## src/bus_pkg.sv

```systemverilog
// Shared widths, data and address types, device selector enum,
// test utility register map and address map constants

package bus_pkg;

  localparam int AddrWidth = 32;
  localparam int DataWidth = 32;

  typedef logic [AddrWidth-1:0]   addr_t;
  typedef logic [DataWidth-1:0]   data_t;
  typedef logic [DataWidth/8-1:0] be_t;

  // Devices on the bus
  typedef enum logic {
    DevRam      = 1'b0,
    DevTestUtil = 1'b1
  } bus_device_e;

  localparam int NrDevices = 2;

  // Test utility window, 1 kB at 0x20000
  localparam int    TestUtilOffW = 10;
  localparam addr_t TestUtilBase = 32'h0002_0000;
  localparam addr_t TestUtilMask = ~addr_t'((1 << TestUtilOffW) - 1);

  // Byte offset of each register inside the window
  typedef enum logic [TestUtilOffW-1:0] {
    RegHalt      = 10'h000,
    RegSignature = 10'h004,
    RegCount     = 10'h008
  } test_util_reg_e;

endpackage

```

## src/bus.sv

```systemverilog
// Single-host bus: address decode, combinational grant,
// response routing register and error response for unmapped addresses

`timescale 1ns/1ps

module bus #(
  parameter int RamDepth = 16384
) (
  input  logic            clk_i,
  input  logic            rst_n_i,

  // Host side
  input  logic            host_req_i,
  output logic            host_gnt_o,
  input  bus_pkg::addr_t  host_addr_i,
  input  logic            host_we_i,
  input  bus_pkg::be_t    host_be_i,
  input  bus_pkg::data_t  host_wdata_i,
  output logic            host_rvalid_o,
  output bus_pkg::data_t  host_rdata_o,
  output logic            host_err_o,

  // Device side
  output logic            ram_req_o,
  output logic            tu_req_o,
  output bus_pkg::addr_t  dev_addr_o,
  output logic            dev_we_o,
  output bus_pkg::be_t    dev_be_o,
  output bus_pkg::data_t  dev_wdata_o,
  input  logic            ram_rvalid_i,
  input  bus_pkg::data_t  ram_rdata_i,
  input  logic            tu_rvalid_i,
  input  bus_pkg::data_t  tu_rdata_i,
  input  logic            tu_err_i
);

  localparam bus_pkg::addr_t RamLimit = bus_pkg::addr_t'(RamDepth * 4);

  bus_pkg::bus_device_e dev_sel, sel_q;
  logic                 miss, miss_q;

  logic           dev_rvalid [bus_pkg::NrDevices];
  bus_pkg::data_t dev_rdata  [bus_pkg::NrDevices];
  logic           dev_err    [bus_pkg::NrDevices];

  // Address decode, RAM first
  always_comb begin
    dev_sel = bus_pkg::DevRam;
    miss    = 1'b0;
    if (host_addr_i < RamLimit) begin
      dev_sel = bus_pkg::DevRam;
    end else if ((host_addr_i & bus_pkg::TestUtilMask) == bus_pkg::TestUtilBase) begin
      dev_sel = bus_pkg::DevTestUtil;
    end else begin
      miss = 1'b1;
    end
  end

  // Every device accepts at once
  assign host_gnt_o = host_req_i;

  assign ram_req_o = host_req_i & ~miss & (dev_sel == bus_pkg::DevRam);
  assign tu_req_o  = host_req_i & ~miss & (dev_sel == bus_pkg::DevTestUtil);

  assign dev_addr_o  = host_addr_i;
  assign dev_we_o    = host_we_i;
  assign dev_be_o    = host_be_i;
  assign dev_wdata_o = host_wdata_i;

  // Remember where the granted request went
  always_ff @(posedge clk_i or negedge rst_n_i) begin
    if (!rst_n_i) begin
      sel_q  <= bus_pkg::DevRam;
      miss_q <= 1'b0;
    end else begin
      miss_q <= host_req_i & miss;
      if (host_req_i) begin
        sel_q <= dev_sel;
      end
    end
  end

  assign dev_rvalid[bus_pkg::DevRam]      = ram_rvalid_i;
  assign dev_rdata[bus_pkg::DevRam]       = ram_rdata_i;
  assign dev_err[bus_pkg::DevRam]         = 1'b0;
  assign dev_rvalid[bus_pkg::DevTestUtil] = tu_rvalid_i;
  assign dev_rdata[bus_pkg::DevTestUtil]  = tu_rdata_i;
  assign dev_err[bus_pkg::DevTestUtil]    = tu_err_i;

  // Unmapped access answers itself with err and zero data
  assign host_rvalid_o = miss_q | dev_rvalid[sel_q];
  assign host_err_o    = miss_q | dev_err[sel_q];
  assign host_rdata_o  = miss_q ? '0 : dev_rdata[sel_q];

endmodule

```

## config.mk

```make
export PLATFORM = sky130hd
export DESIGN_NAME = bus
export DESIGN_NICKNAME = d
export VERILOG_FILES = /design/src/bus_pkg.sv /design/src/bus.sv
export SDC_FILE = /design/constraint.sdc
export NUM_CORES = 1
export LEC_CHECK = 0
export BUFFER_PORTS_ARGS = -buffer_cell sky130_fd_sc_hd__clkbuf_2
export CORE_AREA = 2 2 94 96
export DETAILED_ROUTE_END_ITERATION = 10
export DIE_AREA = 0 0 96 98
export GPL_TIMING_DRIVEN = 0
export SLEW_MARGIN = 20
export SYNTH_ARGS = -nofsm -noshare
export SYNTH_HDL_FRONTEND = slang
export SYNTH_SLANG_ARGS = --single-unit
```

## constraint.sdc

```tcl
create_clock -name clk_i -period 1.2 [get_ports clk_i]
set_input_delay 0.12 -clock clk_i [delete_from_list [all_inputs] [get_ports clk_i]]
set_output_delay 0.12 -clock clk_i [all_outputs]
set_load 0.02 [all_outputs]
```

==> results of run 1 <==
[registers in the layout, indices dropped and copies added (netlist names)]
register / count
miss_q: 1
sel_q: 1
[layout by cell type, fill, tap and decap left out]
| master | count |
|---|---|
| sky130_fd_sc_hd__mux2i_2 | 6 |
| sky130_fd_sc_hd__dfrtp_1 | 1 |
| sky130_fd_sc_hd__nor4_2 | 2 |
| sky130_fd_sc_hd__o21a_1 | 1 |
| sky130_fd_sc_hd__nor2b_1 | 1 |
| sky130_fd_sc_hd__nor3_1 | 1 |
| sky130_fd_sc_hd__clkbuf_4 | 3 |
| sky130_fd_sc_hd__nor4_4 | 2 |
| sky130_fd_sc_hd__nand4_2 | 1 |
| sky130_fd_sc_hd__buf_6 | 4 |
| sky130_fd_sc_hd__nor2_1 | 11 |
| sky130_fd_sc_hd__mux2i_4 | 2 |
| sky130_fd_sc_hd__buf_2 | 3 |
| sky130_fd_sc_hd__a21o_1 | 1 |
| sky130_fd_sc_hd__nor3_2 | 2 |
| sky130_fd_sc_hd__nand3_2 | 1 |
| sky130_fd_sc_hd__clkbuf_2 | 177 |
| sky130_fd_sc_hd__buf_8 | 1 |
| sky130_fd_sc_hd__buf_12 | 3 |
| sky130_fd_sc_hd__clkbuf_8 | 4 |
| sky130_fd_sc_hd__a21boi_0 | 1 |
| sky130_fd_sc_hd__o31ai_2 | 1 |
| sky130_fd_sc_hd__inv_1 | 1 |
| sky130_fd_sc_hd__nor2_2 | 22 |
| sky130_fd_sc_hd__mux2i_1 | 24 |
| sky130_fd_sc_hd__nand2_1 | 1 |
| sky130_fd_sc_hd__dfrtp_2 | 1 |
| sky130_fd_sc_hd__dlygate4sd3_1 | 1 |
| sky130_fd_sc_hd__buf_4 | 86 |
| sky130_fd_sc_hd__a211o_1 | 1 |
[through the flow]
stage / worst slack (ns) / TNS, ns / utilization, %
after floorplan: -0.01282 / -0.07629 / -
after global placement: -0.4286 / -10.61 / 28.23
after detailed placement: -0.4394 / -11.07 / 28.23
after CTS: -0.2517 / -7.066 / 30.71
after global routing: -0.2863 / -8.518 / 31.42
final: -0.2293 / -6.401 / 31.42
[kinds of logic (layout without fill, tap and decap cells)]
family / Yosys count / count (layout) / synth area share [%]
AND/OR/NAND/NOR: 44 / 44 / 18.13
multiplexers: 32 / 32 / 26.53
buffers and inverters: 79 / 283 / 47.56
AO/OA/AOI/OAI: 5 / 5 / 3.628
flip-flops: 2 / 2 / 4.145
[routing by layer]
| metal | wire [µm] | GRT usage, % | vias up |
|---|---|---|---|
| li1 | - | - | 875 |
| met1 | 1553 | 8.022 | 753 |
| met2 | 2857 | 19.44 | 125 |
| met3 | 539 | 1.852 | 2 |
| met4 | 13 | 1.538 | 0 |
| met5 | 0 | 0 | - |
[timing repair]
item,CTS,global route
resized for setup,38,34
pin swaps,5,3
hold endpoints to repair,2,0
buffers inserted,4,0
setup endpoints to repair,36,36
hold buffers,1,0
[path summary, 6_finish.rpt]
check,slack (ns),depth (start not counted),start,to
setup / recovery,-0.23,5,sel_q$_DFFE_PN0P_,host_rdata_o[11]
hold / removal,0.18,2,host_req_i,miss_q$_DFF_PN0_
setup reg to reg,0.26,4,sel_q$_DFFE_PN0P_,sel_q$_DFFE_PN0P_
hold reg to reg,0.82,4,sel_q$_DFFE_PN0P_,sel_q$_DFFE_PN0P_
max in group asynchronous,0.84,2,rst_n_i,miss_q$_DFF_PN0_
min in group asynchronous,0.25,2,rst_n_i,sel_q$_DFFE_PN0P_
[cell type report]
class,instances,area share (%)
clock buffers,3,1.552
repair buffers,202,40.97
multi-input cells,81,26.90
plain buffers,77,23.42
inverters,1,0.1411
flip-flops and latches,2,1.929
well taps,108,5.080
[power by group]
group / switching [mW] / internal [mW] / total (mW)
Sequential: 0.00517 / 0.0701 / 0.0752
Clock: 0.0533 / 0.212 / 0.265
Combinational: 0.467 / 0.448 / 0.915
==> summary.md, run 1 <==
| Metric | Value |
|---|---|
| Clock tree root buffer cell | sky130_fd_sc_hd__clkbuf_8 |
| Library cell appearing most often on the critical path | sky130_fd_sc_hd__buf_12 |
| Number of maximum-capacitance violations | 0 |
| Die ar. | 0.009408 mm² |
| Count of endpoints failing setup in the final report | 34 |
| Relative slew margins | 82.52% |
| Die Span Y | 98 µm |
| Setup repair after global routing missed its margin | true |
| Clock Path Buffers | 2 |
| Clock slew seen by the registers of the worst setup and hold paths | 0.03 ns |
| Initial core utilization | 14.26% |
| List of cells traversed by the critical path | buf_12, buf_12, mux2i_2, nor2_2, clkbuf_8 |
| Post-DR wirelength/cell | 10.47 µm |
| Crit path kind | flop to output pin |
| Gpl congestion | 0.7454 |
| Biggest fanout along the worst timing path | 10 |
| Critical path buffer and inverter count | 3 |
| Sort of element at the end of the critical path | output pin |
| Pin count of the biggest net entering global routing | 11 |
| Final HPWL DP | 4331 µm |
| Worst path required time | 1.08 ns |
| Filler Cells Inserted | 917 |
| Worst Setup Start Kind | flop |
| Critical path's slowest cell | sky130_fd_sc_hd__dfrtp_1 |
| Total core area | 0.008466 mm² |
| Worst stage delay on the critical path | 0.38 ns |
| DRT Wirelength | 4963 µm |
| I/O pin count | 245 |
| Number of synthesized flops with an enable pin | 0 |
| Leading cell types by count after synthesis | 74 x sky130_fd_sc_hd__buf_4, 33 x sky130_fd_sc_hd__nor2_1, 32 x sky130_fd_sc_hd__mux2i_1, 4 x sky130_fd_sc_hd__clkbuf_1, 3 x sky130_fd_sc_hd__nor3_1 |
| Overall power | 1.256 mW |
| Max Clock Freq | 699.6 MHz |
| Total CTS buffers | 3 |
| Via count | 1755 |
| Violations in the final reports | setup timing |
| First-pass GRT wire length | 6706 µm |
| Async S/R FF share, synth | 100.0% |
| Gate Count Post-Synth | 162 |
| Ratio of cells with drive above 1 in the final layout | 87.70% |
| Area occupied by multi-input gates | 715.7 µm² |
| Leakage dissipation | 1.480 nW |
| Slew at the pin closest to its max-slew limit | 0.2602 ns |
| Cells taking the most area after synthesis | sky130_fd_sc_hd__buf_4 46%, sky130_fd_sc_hd__mux2i_1 27%, sky130_fd_sc_hd__nor2_1 10% |
| Clock tree skew after final layout | 0 ns |
| Global routing usage summed across all routing layers | 8.966% |
| Max Transition Viols Final | 0 |
| CP top delay family | buffers and inverters |
| Count of port buffers added during placement | 197 |
| Final std cells w/o fill | 474 |
| Type of the tightest min-delay check | primary input to flop |
| Post-synthesis net count | 301 |
| Cell variety after synth | 19 |
| Data arrival time of the critical path | 1.31 ns |
| Number of antenna violations at the first check in global routing | 0 |
| Standard-cell rows | 34 |
| Width of the die | 96 µm |
| Area of placed instances | 0.002390 mm² |
| CTS HTree Levels | 1 |
| Top cell type by total area after synthesis | sky130_fd_sc_hd__buf_4 |
| Worst hold slack | 0.1794 ns |
| Total DRC errors in the routed layout | 0 |
| Non-Filler Cell Area, Final | 0.002660 mm² |
| Cell Count Post-Placement | 467 |
| Via density per instance | 3.703 |
| Nets | 507 |
| Latest clock arrival within the worst-skew pair | 0.21 ns |
| Fraction of the yosys area taken by sequential cells | 4.145% |
| Number of flip-flops and latches in the synthesized netlist | 2 |
| Synth-to-Final Area Change | 120.3% |
| CTS tree | built |
| Number of detailed-route iterations in the first pass | 4 |
| Shortest period the worst path allows | 1.429 ns |
| Via count of the first global-routing pass | 1546 |
| Antenna diode count | 0 |
| Cell area after synthesis | 0.001207 mm² |
| Worst Slack Setup Final | -0.2293 ns |
| Fraction of post-synthesis cell area in the top cell type by area | 46.01% |
| Share of the clock period used by the worst path | 119.1% |
| Peak VDD IR | 0.0002810 V |
| Number of warnings reported in the yosys synthesis log | 0 |
| Post-route ant nets | 0 |
| Num Clock Sinks | 2 |
| Outcome | finished with violations |
| Per-instance average area after synthesis | 7.453 µm² |
| Leading cell type by number of instances after synthesis | sky130_fd_sc_hd__buf_4 |
| Combined flip-flop and latch cell area | 51.30 µm² |
| Primary FF master, synth | sky130_fd_sc_hd__dfrtp_1 |
| Starting DRT DRC Count | 9 |
| Pwr dens | 472.0 mW/mm² |
| Hold violation count in the final report | 0 |
| Gr ovfl total | 0 |
(Power assumes the default switching activity.)
==> inputs of run 2 (changes only) <==
BUFFER_PORTS_ARGS = -buffer_cell sky130_fd_sc_hd__buf_4   (was -buffer_cell sky130_fd_sc_hd__clkbuf_2)
==> run 2 against run 1 <==
The flow still finishes with violations (setup timing). Cell area is 21% higher. Worst hold slack worse by 0.023 ns. First-iteration DRC count rose by 11%. Register-to-register slack barely moved. Via count increased by 2.4%. Sequential share of layout area fell by 0.34 points. Global-route usage up 1.0 points. Routed wire length is 10% higher. Clock power shrank 2%. Flip-flop and latch count is the same. Setup slack better by 0.0047 ns. Critical path type unchanged. Largest cell class unchanged.
==> summary.md, run 2 (synthesis results as in run 1) <==
| Metric | Value |
|---|---|
| Critical path buffer and inverter count | 3 (unchanged) |
| Post-route ant nets | 0 (unchanged) |
| Relative slew margins | 82.57% (was 82.52%) |
| Worst path required time | 1.08 ns (about the same) |
| Via density per instance | 3.783 (was 3.703) |
| Latest clock arrival within the worst-skew pair | 0.21 ns (about the same) |
| Global routing usage summed across all routing layers | 9.964% (was 8.966%) |
| Violations in the final reports | setup timing (unchanged) |
| Beginning of the worst hold path | host_req_i (unchanged) |
| Initial core utilization | 14.26% (unchanged) |
| List of cells traversed by the critical path | buf_12, buf_12, mux2i_4, nor2_2, buf_6 (was buf_12, buf_12, mux2i_2, nor2_2, clkbuf_8) |
| Biggest fanout along the worst timing path | 10 (unchanged) |
| WHS Path Cells | 2 (unchanged) |
| Core occupancy in the finished layout | 38.16% (was 31.42%) |
| Type of the tightest min-delay check | primary input to flop (unchanged) |
| Nets | 508 (was 507) |
| Width of the die | 96 µm (unchanged) |
| First-pass GRT wire length | 7527 µm (was 6706 µm) |
| Gr ovfl total | 0 (unchanged) |
| Endpoint of the lowest-slack register-to-register path | sel_q$_DFFE_PN0P_ (unchanged) |
| Clock Path Buffers | 2 (unchanged) |
| Peak VDD IR | 0.0002782 V (was 0.0002810 V) |
| Number of antenna violations at the first check in global routing | 0 (unchanged) |
| End of the worst hold path | miss_q$_DFF_PN0_ (unchanged) |
| Outcome | finished with violations (unchanged) |
| Clock tree skew after final layout | 0 ns (unchanged) |
| Num Clock Sinks | 2 (unchanged) |
| Count of port buffers added during placement | 197 (unchanged) |
| Setup repair after global routing missed its margin | true (unchanged) |
| Total CTS buffers | 3 (unchanged) |
| Worst Setup Start Kind | flop (unchanged) |
| Data arrival time of the critical path | 1.30 ns (was 1.31 ns) |
| Die Span Y | 98 µm (unchanged) |
| Clock slew seen by the registers of the worst setup and hold paths | 0.03 ns (about the same) |
| Reg-to-reg setup timing slack | 0.26 ns (about the same) |
| Final HPWL DP | 4640 µm (was 4331 µm) |
| Count of endpoints failing setup in the final report | 34 (unchanged) |
| Via count | 1797 (was 1755) |
| Synth-to-Final Area Change | 167.6% (was 120.3%) |
| Hold violation count in the final report | 0 (unchanged) |
| Sort of element at the end of the critical path | output pin (unchanged) |
| CTS HTree Levels | 1 (unchanged) |
| Ratio of cells with drive above 1 in the final layout | 88.28% (was 87.70%) |
| Gpl congestion | 0.7400 (was 0.7454) |
| Commonest cells after routing, fill and taps aside | 248 x sky130_fd_sc_hd__buf_4, 23 x sky130_fd_sc_hd__buf_6, 22 x sky130_fd_sc_hd__mux2i_1, 22 x sky130_fd_sc_hd__nor2_2, 11 x sky130_fd_sc_hd__nor2_1 (was 177 x sky130_fd_sc_hd__clkbuf_2, 86 x sky130_fd_sc_hd__buf_4, 24 x sky130_fd_sc_hd__mux2i_1, 22 x sky130_fd_sc_hd__nor2_2, 11 x sky130_fd_sc_hd__nor2_1) |
| Crit path kind | flop to output pin (unchanged) |
| DRT Wirelength | 5477 µm (was 4963 µm) |
| Leakage dissipation | 1.636 nW (was 1.480 nW) |
| Die ar. | 0.009408 mm² (unchanged) |
| Worst stage delay on the critical path | 0.38 ns (about the same) |
| Max Transition Viols Final | 0 (unchanged) |
| Total negative slack | -6.438 ns (was -6.401 ns) |
| Total DRC errors in the routed layout | 0 (unchanged) |
| Number of maximum-capacitance violations | 0 (unchanged) |
| Library cell appearing most often on the critical path | sky130_fd_sc_hd__buf_12 (unchanged) |
| M3 GR Usage | 2.160% (was 1.852%) |
| Share of the clock period used by the worst path | 118.7% (was 119.1%) |
| Startpoint of the lowest-slack register-to-register path | sel_q$_DFFE_PN0P_ (unchanged) |
| Max Clock Freq | 702.0 MHz (was 699.6 MHz) |
| Pin count of the biggest net entering global routing | 11 (unchanged) |
| CTS tree | built (unchanged) |
| Crit path from | sel_q$_DFFE_PN0P_ (unchanged) |
| Number of detailed-route iterations in the first pass | 4 (unchanged) |
| Met2 Resource Use GR | 21.26% (was 19.44%) |
| Pre-CTS WS | -0.4291 ns (was -0.4394 ns) |
| Standard-cell rows | 34 (unchanged) |
| Post-DR wirelength/cell | 11.53 µm (was 10.47 µm) |
| Critical path's slowest cell | sky130_fd_sc_hd__dfrtp_1 (unchanged) |
| Via count of the first global-routing pass | 1736 (was 1546) |
| Busiest metal layer after global routing | met2 (unchanged) |
| Cells on worst reg2reg path | 4 (unchanged) |
| Worst Slack Setup Final | -0.2246 ns (was -0.2293 ns) |
| I/O pin count | 245 (unchanged) |
| Registers with the most flip-flops | miss_q x1, sel_q x1 (unchanged) |
| Final std cells w/o fill | 475 (was 474) |
| Starting DRT DRC Count | 10 (was 9) |
| Slew at the pin closest to its max-slew limit | 0.2595 ns (was 0.2602 ns) |
| Antenna diode count | 0 (unchanged) |
| Pwr dens | 452.4 mW/mm² (was 472.0 mW/mm²) |
| Shortest period the worst path allows | 1.425 ns (was 1.429 ns) |
| CP top delay family | buffers and inverters (unchanged) |
| Total core area | 0.008466 mm² (unchanged) |
| Cell Count Post-Placement | 467 (unchanged) |
| Leading cell type in the layout, fill and taps excluded | sky130_fd_sc_hd__buf_4 (was sky130_fd_sc_hd__clkbuf_2) |
| Met1 track utilization from global routing | 8.951% (was 8.022%) |
| Clock tree root buffer cell | sky130_fd_sc_hd__clkbuf_8 (unchanged) |
run 2: per-layer routing:
layer	vias to the layer above	wire length, µm
li1	875	-
met1	795	1639
met2	125	3181
met3	2	647
met4	0	9
met5	-	0
run 2: what timing repair did:
action / in CTS / in global routing
hold buffers: 1 / 0
endpoints found under the setup margin: 36 / 36
gates cloned: 0 / 1
setup buffers: 3 / 1
endpoints found under the hold margin: 2 / 0
gates resized for setup: 45 / 14
pin swaps: 3 / 1
run 2: area by class of cell:
cell class	instances	area (µm²)
flip-flops and latches	2	51.30
repair buffers	203	1630
plain buffers	77	628.1
well taps	108	135.1
multi-input cells	81	740.7
clock buffers	3	41.29
inverters	1	3.754
fillers	864	5235
run 2: power by group:
| part | total (mW) | switching, mW | internal [mW] |
|---|---|---|---|
| Sequential | 0.0752 | 0.00513 | 0.0701 |
| Combinational | 1.12 | 0.484 | 0.641 |
| Clock | 0.261 | 0.0496 | 0.212 |
| Total | 1.46 | 0.539 | 0.923 |
run 2: how the worst max path moves through the flow:
stage | end | depth (start not counted)
detailed placement | host_rdata_o[30] | 4
global placement | host_rdata_o[30] | 4
floorplan | host_rdata_o[16] | 4
finish | host_rdata_o[20] | 5
CTS | host_rdata_o[10] | 5
global route | host_rdata_o[20] | 5
run 2: stage by stage:
step / hold slack [ns] / total power [mW] / cell area (µm²)
4_1_cts: 0.1564 / 1.462 / 3129
3_3_place_gp: -0.09708 / 1.130 / 2883
2_1_floorplan: -0.1756 / 0.5983 / 1269
6_report: 0.1569 / 1.462 / 3231
3_5_place_dp: -0.09599 / 1.139 / 2883
5_1_grt: 0.1586 / 1.556 / 3231
